[src/hdl/trs_macros.svh]
`ifndef TRS_MACROS_SVH
`define TRS_MACROS_SVH

// identification byte returned for get_cookie
`define TRS_COOKIE 8'hAF

// firmware version reported by get_version
// major goes in the upper 3 bits, minor in the lower 5
`define TRS_VERSION_MAJOR 3'd0
`define TRS_VERSION_MINOR 5'd3

// flops between each SPI pin and the logic that uses it
`define TRS_SYNC_STAGES 3

// widest parameter list of any supported opcode
// set_screen_color needs all three
`define TRS_MAX_PARAMS 3

// keyboard matrix size
// rows are 8 bits wide, one bit per key
`define TRS_KEYB_ROWS 8

`endif
[src/hdl/cmd_pkg.sv]
`include "trs_macros.svh"

package cmd_pkg;

  // opcodes understood by the control link
  // numbering follows the microcontroller firmware, so the gaps are intentional
  typedef enum logic [7:0] {
    get_cookie       = 8'd0,
    get_version      = 8'd15,
    set_screen_color = 8'd17,
    send_keyb        = 8'd19,
    set_led          = 8'd26,
    set_esp_status   = 8'd32
  } opcode_e;

  // one complete command
  // params[0] is the first byte after the opcode
  typedef struct packed {
    logic                                valid;
    opcode_e                             opcode;
    logic [`TRS_MAX_PARAMS-1:0][7:0]     params;
  } cmd_t;

  // board RGB led
  // red sits in bit 0 to match the set_led parameter byte
  typedef struct packed {
    logic blue;
    logic green;
    logic red;
  } led_ctrl_t;

  // status flags pushed down by the ESP
  typedef struct packed {
    logic [3:0] spare;
    logic       sd_mounted;
    logic       smb_mounted;
    logic       wifi_up;
    logic       esp_ready;
  } esp_status_t;

  // screen background color
  // byte order is the order the parameters arrive in
  typedef struct packed {
    logic [7:0] red;
    logic [7:0] green;
    logic [7:0] blue;
  } rgb_t;

endpackage

[src/hdl/spi_link_pkg.sv]
package spi_link_pkg;

  // byte from the SPI slave
  // valid is a single-cycle strobe, data holds until the next byte
  typedef struct packed {
    logic       valid;
    logic [7:0] data;
  } rx_byte_t;

  // version byte layout
  typedef struct packed {
    logic [2:0] major;
    logic [4:0] minor;
  } version_t;

  // byte shifted out on MISO
  // get_version fills it through the version fields, everything else as a plain byte
  typedef union packed {
    logic [7:0] raw;
    version_t   version;
  } resp_byte_u;

endpackage

[src/hdl/trs_ctrl_top.sv]
module trs_ctrl_top
  import spi_link_pkg::*;
  import cmd_pkg::*;
(
  input  logic        clk,
  input  logic        cass_out_sel_n,
  input  logic        sck,
  input  logic        cs_n,
  input  logic        mosi,
  output logic        miso,
  output led_ctrl_t   led,
  output esp_status_t esp_status,
  output rgb_t        screen_color,
  output logic        keyb_pressed,
  output logic        spi_error
);

  rx_byte_t   rx;
  cmd_t       cmd;
  resp_byte_u resp;

  spi_byte_port u_byte_port (
    .clk            (clk),
    .cass_out_sel_n (cass_out_sel_n),
    .sck            (sck),
    .cs_n           (cs_n),
    .mosi           (mosi),
    .resp           (resp),
    .rx             (rx),
    .miso           (miso)
  );

  cmd_framer u_framer (
    .clk            (clk),
    .cass_out_sel_n (cass_out_sel_n),
    .rx             (rx),
    .cmd            (cmd),
    .spi_error      (spi_error)
  );

  cmd_executor u_executor (
    .clk            (clk),
    .cass_out_sel_n (cass_out_sel_n),
    .cmd            (cmd),
    .resp           (resp),
    .led            (led),
    .esp_status     (esp_status),
    .screen_color   (screen_color),
    .keyb_pressed   (keyb_pressed)
  );

endmodule

[src/hdl/cmd_executor.sv]
`include "trs_macros.svh"

module cmd_executor
  import spi_link_pkg::*;
  import cmd_pkg::*;
(
  input  logic        clk,
  input  logic        cass_out_sel_n,
  input  cmd_t        cmd,
  output resp_byte_u  resp,
  output led_ctrl_t   led,
  output esp_status_t esp_status,
  output rgb_t        screen_color,
  output logic        keyb_pressed
);

  localparam int row_w = $clog2(`TRS_KEYB_ROWS);

  resp_byte_u                     resp_q;
  led_ctrl_t                      led_q;
  esp_status_t                    esp_status_q;
  rgb_t                           screen_color_q;
  logic [`TRS_KEYB_ROWS-1:0][7:0] keyb_q;
  logic [row_w-1:0]               keyb_row;

  // row select wraps on the matrix size
  assign keyb_row = cmd.params[0][row_w-1:0];

  // settings registers
  always_ff @(posedge clk or negedge cass_out_sel_n) begin
    if (!cass_out_sel_n) begin
      led_q          <= '0;
      esp_status_q   <= '0;
      screen_color_q <= '1;
    end else if (cmd.valid) begin
      case (cmd.opcode)
        set_led: begin
          led_q <= led_ctrl_t'(cmd.params[0][2:0]);
        end
        set_esp_status: begin
          esp_status_q <= esp_status_t'(cmd.params[0]);
        end
        set_screen_color: begin
          screen_color_q.red   <= cmd.params[0];
          screen_color_q.green <= cmd.params[1];
          screen_color_q.blue  <= cmd.params[2];
        end
        default: ;
      endcase
    end
  end

  // keyboard matrix, one row per send_keyb
  always_ff @(posedge clk or negedge cass_out_sel_n) begin
    if (!cass_out_sel_n) begin
      keyb_q <= '0;
    end else if (cmd.valid && cmd.opcode == send_keyb) begin
      keyb_q[keyb_row] <= cmd.params[1];
    end
  end

  assign keyb_pressed = |keyb_q;

  // response byte, read by the byte port at the next byte boundary
  always_ff @(posedge clk or negedge cass_out_sel_n) begin
    if (!cass_out_sel_n) begin
      resp_q.raw <= '0;
    end else if (cmd.valid) begin
      case (cmd.opcode)
        get_cookie: begin
          resp_q.raw <= `TRS_COOKIE;
        end
        get_version: begin
          resp_q.version.major <= `TRS_VERSION_MAJOR;
          resp_q.version.minor <= `TRS_VERSION_MINOR;
        end
        // anything else keeps the last answer
        default: ;
      endcase
    end
  end

  assign resp         = resp_q;
  assign led          = led_q;
  assign esp_status   = esp_status_q;
  assign screen_color = screen_color_q;

endmodule

[src/hdl/cmd_framer.sv]
`include "trs_macros.svh"

module cmd_framer
  import spi_link_pkg::*;
  import cmd_pkg::*;
(
  input  logic     clk,
  input  logic     cass_out_sel_n,
  input  rx_byte_t rx,
  output cmd_t     cmd,
  output logic     spi_error
);

  localparam int cnt_w = $clog2(`TRS_MAX_PARAMS + 1);

  typedef enum logic {
    idle,
    read_params
  } state_e;

  state_e                          state;
  logic [cnt_w-1:0]                need_cnt;
  logic                            known;
  logic [cnt_w-1:0]                need_q;
  logic [cnt_w-1:0]                idx;
  logic                            cmd_valid;
  opcode_e                         opcode_q;
  logic [`TRS_MAX_PARAMS-1:0][7:0] params_q;

  // parameter count per opcode
  always_comb begin
    known    = 1'b1;
    need_cnt = '0;
    case (rx.data)
      get_cookie,
      get_version:      need_cnt = cnt_w'(0);
      set_led,
      set_esp_status:   need_cnt = cnt_w'(1);
      send_keyb:        need_cnt = cnt_w'(2);
      set_screen_color: need_cnt = cnt_w'(3);
      default:          known    = 1'b0;
    endcase
  end

  always_ff @(posedge clk or negedge cass_out_sel_n) begin
    if (!cass_out_sel_n) begin
      state     <= idle;
      need_q    <= '0;
      idx       <= '0;
      cmd_valid <= 1'b0;
      spi_error <= 1'b0;
    end else begin
      cmd_valid <= 1'b0;
      if (rx.valid) begin
        case (state)
          idle: begin
            idx <= '0;
            if (!known) begin
              // sticky until reset
              spi_error <= 1'b1;
            end else if (need_cnt == '0) begin
              cmd_valid <= 1'b1;
            end else begin
              need_q <= need_cnt;
              state  <= read_params;
            end
          end
          read_params: begin
            idx <= idx + cnt_w'(1);
            if (idx + cnt_w'(1) == need_q) begin
              cmd_valid <= 1'b1;
              state     <= idle;
            end
          end
          default: state <= idle;
        endcase
      end
    end
  end

  // opcode and parameter bytes
  always_ff @(posedge clk) begin
    if (rx.valid) begin
      if (state == idle) begin
        opcode_q <= opcode_e'(rx.data);
      end else begin
        params_q[idx] <= rx.data;
      end
    end
  end

  assign cmd = '{valid: cmd_valid, opcode: opcode_q, params: params_q};

endmodule

[src/hdl/spi_byte_port.sv]
`include "trs_macros.svh"

module spi_byte_port
  import spi_link_pkg::*;
(
  input  logic       clk,
  input  logic       cass_out_sel_n,
  input  logic       sck,
  input  logic       cs_n,
  input  logic       mosi,
  input  resp_byte_u resp,
  output rx_byte_t   rx,
  output logic       miso
);

  localparam int sync_w = `TRS_SYNC_STAGES;

  logic [sync_w-1:0] sck_sync;
  logic [sync_w-1:0] cs_n_sync;
  logic [sync_w-1:0] mosi_sync;
  logic              sck_q;
  logic              cs_n_q;
  logic              sck_s;
  logic              cs_n_s;
  logic              mosi_s;
  logic              sck_rise;
  logic              sck_fall;
  logic              cs_start;
  logic [2:0]        bit_cnt;
  logic              rx_valid;
  logic [7:0]        rx_shift;
  logic [7:0]        tx_shift;

  assign sck_s  = sck_sync[sync_w-1];
  assign cs_n_s = cs_n_sync[sync_w-1];
  assign mosi_s = mosi_sync[sync_w-1];

  // pin synchronizers, plus one extra stage on sck and cs_n for edge detect
  always_ff @(posedge clk or negedge cass_out_sel_n) begin
    if (!cass_out_sel_n) begin
      sck_sync  <= '0;
      cs_n_sync <= '1;
      mosi_sync <= '0;
      sck_q     <= 1'b0;
      cs_n_q    <= 1'b1;
    end else begin
      sck_sync  <= {sck_sync[sync_w-2:0], sck};
      cs_n_sync <= {cs_n_sync[sync_w-2:0], cs_n};
      mosi_sync <= {mosi_sync[sync_w-2:0], mosi};
      sck_q     <= sck_s;
      cs_n_q    <= cs_n_s;
    end
  end

  assign sck_rise = sck_s & ~sck_q;
  assign sck_fall = ~sck_s & sck_q;
  assign cs_start = ~cs_n_s & cs_n_q;

  // bit position within the byte, held at zero while deselected
  always_ff @(posedge clk or negedge cass_out_sel_n) begin
    if (!cass_out_sel_n) begin
      bit_cnt  <= '0;
      rx_valid <= 1'b0;
    end else begin
      rx_valid <= 1'b0;
      if (cs_n_s) begin
        bit_cnt <= '0;
      end else if (sck_rise) begin
        bit_cnt  <= bit_cnt + 3'd1;
        rx_valid <= (bit_cnt == 3'd7);
      end
    end
  end

  always_ff @(posedge clk) begin
    if (!cs_n_s && sck_rise) begin
      rx_shift <= {rx_shift[6:0], mosi_s};
    end
  end

  // byte completes on the same edge as the strobe and holds for a whole SCK period
  assign rx = '{valid: rx_valid, data: rx_shift};

  // reload at select and on the falling edge that closes each byte,
  // so bit 7 is on the pin before the master's first rising edge
  always_ff @(posedge clk) begin
    if (cs_start || (!cs_n_s && sck_fall && bit_cnt == 3'd0)) begin
      tx_shift <= resp.raw;
    end else if (!cs_n_s && sck_fall) begin
      tx_shift <= {tx_shift[6:0], 1'b0};
    end
  end

  assign miso = ~cs_n_s & tx_shift[7];

endmodule

[config.mk]
export PLATFORM = sky130hd
export DESIGN_NAME = trs_ctrl_top
export DESIGN_NICKNAME = d
export VERILOG_FILES = /design/src/hdl/cmd_pkg.sv /design/src/hdl/spi_link_pkg.sv /design/src/hdl/trs_ctrl_top.sv /design/src/hdl/cmd_executor.sv /design/src/hdl/cmd_framer.sv /design/src/hdl/spi_byte_port.sv
export VERILOG_INCLUDE_DIRS = /design/src /design/src/hdl
export SDC_FILE = /design/constraint.sdc
export NUM_CORES = 1
export LEC_CHECK = 0
export BUFFER_PORTS_ARGS = -buffer_cell sky130_fd_sc_hd__buf_2
export CORE_ASPECT_RATIO = 1.4
export CORE_MARGIN = 5
export CORE_UTILIZATION = 40
export DETAILED_ROUTE_END_ITERATION = 8
export PLACE_DENSITY = 0.56
export SLEW_MARGIN = 20
export SYNTH_ARGS = -nofsm -noshare
export SYNTH_HDL_FRONTEND = slang
export SYNTH_SLANG_ARGS = --single-unit
[constraint.sdc]
create_clock -name clk -period 1.9 [get_ports clk]
set_input_delay 0.38 -clock clk [delete_from_list [all_inputs] [get_ports clk]]
set_output_delay 0.38 -clock clk [all_outputs]
set_load 0.05 [all_outputs]
==> results of run 1 <==
==> final timing paths <==
check / end / slack (ps) / from
hold reg to reg: u_byte_port.sck_sync[2]$_DFF_PN0_ / 350 / u_byte_port.sck_sync[1]$_DFF_PN0_
setup reg to reg: u_executor.keyb_q[52]$_DFFE_PN0P_ / 110 / u_framer.opcode_q[7]$_DFFE_PP_
max in group asynchronous: u_byte_port.cs_n_sync[1]$_DFF_PN1_ / 860 / cass_out_sel_n
min in group asynchronous: u_executor.led[0]$_DFFE_PN0P_ / 420 / cass_out_sel_n
hold / removal: u_byte_port.cs_n_sync[0]$_DFF_PN1_ / 50 / cs_n
setup / recovery: keyb_pressed / -500 / u_executor.keyb_q[44]$_DFFE_PN0P_
==> synth_stat cells <==
cell       instances  area share
ha_1               6       0.011
and3_1             4      0.0038
nor4_1            16       0.015
nand3b_1           3      0.0034
or4_1              2      0.0023
a21o_1             3      0.0034
or4b_1             1      0.0015
a31o_2             1      0.0013
dfrtp_1           95        0.36
xnor2_1            2      0.0027
xor2_1             1      0.0013
mux2i_1            3      0.0046
and2_1             3      0.0029
nor2b_1            3      0.0029
a31oi_1            3      0.0029
a2bb2oi_1          2      0.0027
dfstp_2           28        0.11
edfxtp_1          48        0.22
nand2_1            5      0.0029
nor3b_4            1      0.0029
inv_1              8      0.0046
nand4b_4           1      0.0036
nor2_2             8      0.0076
nand2b_1           1     0.00095
clkbuf_1           1     0.00057
or4_4              1      0.0017
buf_6              3      0.0052
o21ai_0            8      0.0061
and3b_2            1      0.0015
nor2_1            13      0.0074
mux2_2           103        0.18
o21bai_1           1      0.0011
a21oi_1            2      0.0015
nand4_1            7      0.0067
nand3_1            7      0.0053
nand4b_1           2      0.0027
nor4bb_1           1      0.0015
nor3_1             3      0.0023
==> logic make-up (layout without fill, tap and decap cells) <==
| logic type | count (synthesis) | count (layout) | synth area share |
|---|---|---|---|
| DFF | 171 | 171 | 0.6945 |
| muxes | 106 | 106 | 0.1815 |
| and+or+nand+nor | 83 | 83 | 0.07918 |
| AOI/OAI and AO/OA | 20 | 20 | 0.01908 |
| buffers and inverters | 12 | 113 | 0.01030 |
| adders and majority gates | 6 | 6 | 0.01145 |
| xor gates and xnor gates | 3 | 3 | 0.004008 |
==> placed cells by master (no fill, tap or decap), types with 6 or more instances in the layout <==
master,Yosys,routed
o21ai_0,8,8
inv_1,8,8
mux2_2,103,103
nand3_1,7,7
nand4_1,7,7
clkbuf_16,0,17
edfxtp_1,48,48
nor4_1,16,10
ha_1,6,6
dfrtp_1,95,95
dfstp_2,28,28
nor2_2,8,8
buf_2,0,40
buf_4,0,28
nor2_1,13,13
==> power by group <==
part / total, mW / leakage (nW) / switching [mW] / internal [mW]
clock network: 3.37 / 0.281 / 1.42 / 1.95
registers: 3.83 / 2.04 / 0.0161 / 3.81
logic: 0.129 / 1.34 / 0.0863 / 0.0422
==> layout make-up <==
class / count / area share
Clock buffer: 19 / 0.05488
Clock inverter: 13 / 0.01792
Inverter: 8 / 0.003807
Multi-Input combinational cell: 218 / 0.2522
Sequential cell: 171 / 0.5773
Tap cell: 199 / 0.03156
Timing Repair Buffer: 73 / 0.06233
==> per-layer routing <==
layer  wire [um]  track usage
met5           0            0
met4         197      0.05321
met3         334      0.03643
met2        7231       0.2606
met1        5448       0.1719
==> sequential cells by signal, indices dropped and copies added (netlist names), 3 cells and up <==
name	flops
u_byte_port.rx_shift	8
u_byte_port.bit_cnt	3
u_byte_port.mosi_sync	3
u_byte_port.tx_shift	8
u_executor.screen_color	24
u_executor.led	3
u_byte_port.cs_n_sync	3
u_framer.opcode_q	8
u_executor.keyb_q	64
u_executor.esp_status	8
u_framer.cmd	24
u_byte_port.sck_sync	3
==> what timing repair did <==
| action | 4_1_cts | 5_1_grt |
|---|---|---|
| resized for setup | 5 | 6 |
| endpoints found under the setup margin | 5 | 6 |
| pin swaps | 1 | 4 |
| hold endpoints to repair | 21 | 0 |
| hold buffers | 1 | 0 |
==> impl_metrics.json, run 1 <==
{
  "routed_wl_um": 13210,
  "io_pins": 43,
  "path_depth": 4,
  "finalHoldViolations": 0,
  "hold_class": "input port to flip-flop",
  "ys_warn_count": 0,
  "grt_max_degree": 43,
  "fmax_mhz": 416.3,
  "endpoint_kind": "output pin",
  "hold_slack_ps": 53.70,
  "final_cells": 701,
  "row_count": 55,
  "slowest_stage": "or4_4",
  "wl_per_cell_um": 18.84,
  "cts-buffers-inserted": 17,
  "cp.required_ps": 1520,
  "startpoint_type": "flip-flop",
  "seq_area_mm2": 0.004554,
  "syn_to_final_growth_pct": 20.30,
  "synth_seq_cells": 171,
  "path_cells": "nor4_4 > nand4_1 > or4_4 > buf_6",
  "nets": 500,
  "cap_violations": 0,
  "finClkSkew_ps": 7.342,
  "clockBufferDepth": 2,
  "die_x_um": 118.2,
  "drt_iter0_markers": 193,
  "p_leak_nw": 3.656,
  "p_per_area_mw_per_mm2": 929.2,
  "first_pass_iters": 4,
  "multi_input_area_mm2": 0.001989,
  "n_antenna_cell": 0,
  "final_max_slew_viol_count": 0,
  "syn_area_mm2": 0.006558,
  "fp.dieH_um": 161.5,
  "syn_nets": 412,
  "critPathMaxStageDelay_ps": 520,
  "clk_latency_ps": 420,
  "start_util": 0.4055,
  "grt_pass1_vias": 3984,
  "avgSynthCellArea_um2": 16.35,
  "fin_crit_sh": 1.264,
  "violations": "negative setup slack",
  "antenna_found_initial": 0,
  "crit_arrival_ps": 2020,
  "cp_max_fo": 2,
  "tightest_slew_ps": 554.0,
  "cts_tree": "done",
  "place_area_mm2": 0.007244,
  "grt_pass1_wl_um": 21840,
  "max_slew_margin": 0.6307,
  "min_path_cells": 1,
  "setup_viol": 1,
  "outcome": "finished, violations left",
  "vias": 3630,
  "fillers": 1431,
  "synth_cells": 401,
  "cts_root_buf": "clkbuf_16",
  "ant_nets": 0,
  "yosysSeqAreaShare": 0.6945,
  "clkSinkCount": 171,
  "setup_tns_ps": -502.2,
  "vdd_drop_max_uv": 599.8,
  "utilization": 0.4878,
  "die_area_mm2": 0.01909,
  "core_area_mm2": 0.01617,
  "h-tree-depth": 4,
  "layout_setup_ws_ps": -502.2,
  "drive_above_1_share": 0.5040,
  "place_ws_ps": -205.1,
  "rsz0062_at_grt": "true",
  "final_area_mm2": 0.007889,
  "hpwl_um": 9114,
  "path_class": "flip-flop to output pin",
  "grtUsageTotal": 0.1470,
  "overflow": 0,
  "clk_pin_slew_ps": 70,
  "power_mw": 7.330,
  "post_cts_buffers": 0,
  "period_needed_ps": 2402,
  "path_delay_family": "simple AND/OR/NAND/NOR gates",
  "yosysUniqueCellTypes": 38,
  "drc": 0,
  "timing.critical_path.buf_inv": 1,
  "placed_cells": 668,
  "gp_congestion": 0.7455,
  "io_buffers": 42,
  "viasPerCell": 5.178,
  "reg2regPathDepth": 5
}
No activity file was read; power rests on OpenSTA's default activity.
==> run 2: changes to the inputs <==
Clock period 1.9 ns to 2.1 ns, I/O delays scaled along.
==> run 2 against run 1 <==
  * The run still ends with negative setup slack left
  * Hold slack improved by 43 ps
  * Count of clock-buffer cells in the layout increased by 3
  * Register-to-register slack improved by 120 ps
  * Global-route usage decreased by 0.26 points
  * Via count decreased by 0.61%
  * Non-clock buffer count decreased by 4
  * Clock power decreased by 9.8%
  * Utilization decreased by 0.19 points
  * First-iteration DRC count decreased by 2.6%
  * Power decreased by 9.7%
  * Largest power group unchanged
==> impl_metrics.json, run 2 (synthesized netlist as in run 1, its figures left out) <==
{
  "gp_congestion": 0.7797,
  "placed_cells": 664,
  "largest_reg_flops": 64,
  "clk_latency_ps": 420,
  "drc": 0,
  "finalHoldViolations": 0,
  "hold_class": "input port to flip-flop",
  "cap_violations": 0,
  "grt_pass1_vias": 3976,
  "grt_max_degree": 39,
  "p_leak_nw": 3.627,
  "critPathMaxStageDelay_ps": 520,
  "top_register": "u_executor.keyb_q",
  "cts_tree": "done",
  "vdd_drop_max_uv": 475.6,
  "start_util": 0.4055,
  "hold_slack_ps": 96.53,
  "row_count": 55,
  "setup_tns_ps": -306.7,
  "vias": 3608,
  "nets": 496,
  "path_cells": "nor4_2 > nand4_1 > or4_4 > buf_6",
  "ant_nets": 0,
  "viasPerCell": 5.176,
  "antenna_found_initial": 0,
  "setup_viol": 1,
  "place_area_mm2": 0.007214,
  "layout_setup_ws_ps": -306.7,
  "clk_pin_slew_ps": 60,
  "die_area_mm2": 0.01909,
  "die_x_um": 118.2,
  "startpoint_type": "flip-flop",
  "clkSinkCount": 171,
  "final_max_slew_viol_count": 0,
  "p_per_area_mw_per_mm2": 842.6,
  "fillers": 1387,
  "crit_arrival_ps": 1990,
  "path_delay_family": "simple AND/OR/NAND/NOR gates",
  "path_class": "flip-flop to output pin",
  "max_slew_margin": 0.5914,
  "final_common_cell": "mux2_2",
  "drive_above_1_share": 0.5000,
  "wl_per_cell_um": 18.53,
  "h-tree-depth": 4,
  "first_pass_iters": 4,
  "hpwl_um": 8821,
  "finClkSkew_ps": 9.168,
  "io_pins": 43,
  "cts-buffers-inserted": 17,
  "grt_pass1_wl_um": 21390,
  "final_cell_mix": "103 x mux2_2, 95 x dfrtp_1, 48 x edfxtp_1",
  "cts_root_buf": "clkbuf_16",
  "drt_iter0_markers": 188,
  "period_needed_ps": 2407,
  "n_antenna_cell": 0,
  "io_buffers": 42,
  "fin_crit_sh": 1.146,
  "grtUsageTotal": 0.1444,
  "rsz0062_at_grt": "true",
  "final_area_mm2": 0.007859,
  "core_area_mm2": 0.01617,
  "fmax_mhz": 415.5,
  "tightest_slew_ps": 610.6,
  "fp.dieH_um": 161.5,
  "clockBufferDepth": 2,
  "syn_to_final_growth_pct": 19.84,
  "endpoint_kind": "output pin",
  "timing.critical_path.buf_inv": 1,
  "cp.required_ps": 1680,
  "violations": "negative setup slack",
  "cp_max_fo": 2,
  "overflow": 0,
  "routed_wl_um": 12920,
  "outcome": "finished, violations left",
  "final_cells": 697,
  "utilization": 0.4860,
  "slowest_stage": "or4_4"
}
## run 2: cell count changes in the layout (fill, tap and decap cells not counted), sizes merged
cell,previous run,this run
buf,72,68
clkinv,6,2
clkbuf,19,22
bufinv,2,1
clkinvlp,1,2
inv,12,13
## run 2: through the flow
step / power, mW / setup WS [ps]
3_5_place_dp: 3.647 / 19.56
6_report: 6.622 / -306.7
2_1_floorplan: 3.561 / 192.7
3_3_place_gp: 3.641 / -8.318
4_1_cts: 6.720 / -366.2
5_1_grt: 6.871 / -381.9
## run 2: cell type report
type,instances,area (um2),area share
clock buffer,22,475.5,0.06050
clock inverter,10,105.1,0.01337
inverter,8,30.03,0.003821
multi-input combinational,218,1983,0.2523
sequential,171,4554,0.5795
tap,199,249.0,0.03168
timing repair buffer,69,461.7,0.05875
## run 2: worst paths after layout
check	startpoint	endpoint	slack, ps	depth (start not counted)
max in group asynchronous	cass_out_sel_n	u_byte_port.cs_n_q$_DFF_PN1_	940	3
setup reg to reg	u_byte_port.bit_cnt[0]$_DFFE_PN0P_	u_byte_port.tx_shift[7]$_DFFE_PP_	230	5
hold / removal	cs_n	u_byte_port.cs_n_sync[0]$_DFF_PN1_	100	1
hold reg to reg	u_byte_port.sck_sync[0]$_DFF_PN0_	u_byte_port.sck_sync[1]$_DFF_PN0_	350	0
min in group asynchronous	cass_out_sel_n	u_executor.esp_status[0]$_DFFE_PN0P_	510	2
setup / recovery	u_executor.keyb_q[41]$_DFFE_PN0P_	keyb_pressed	-310	4
## run 2: per-layer routing
layer	GRT usage	vias to the layer above	routed length, um
li1	-	1652	-
met3	0.03398	17	317
met1	0.1691	1886	5369
met5	0	-	0
met4	0.06364	0	325
met2	0.2514	53	6903
## run 2: power by group
part | total, mW | switching (mW) | internal (mW)
Clock | 3.04 | 1.28 | 1.76
Sequential | 3.47 | 0.0151 | 3.45
Combinational | 0.114 | 0.0779 | 0.0366
## run 2: what timing repair did
action                     4_1_cts  5_1_grt
pin swaps                        1        0
hold buffers                     1        0
resized for setup                6        4
hold endpoints to repair        28        0
setup endpoints to repair        1        1
buffers inserted                 0        0
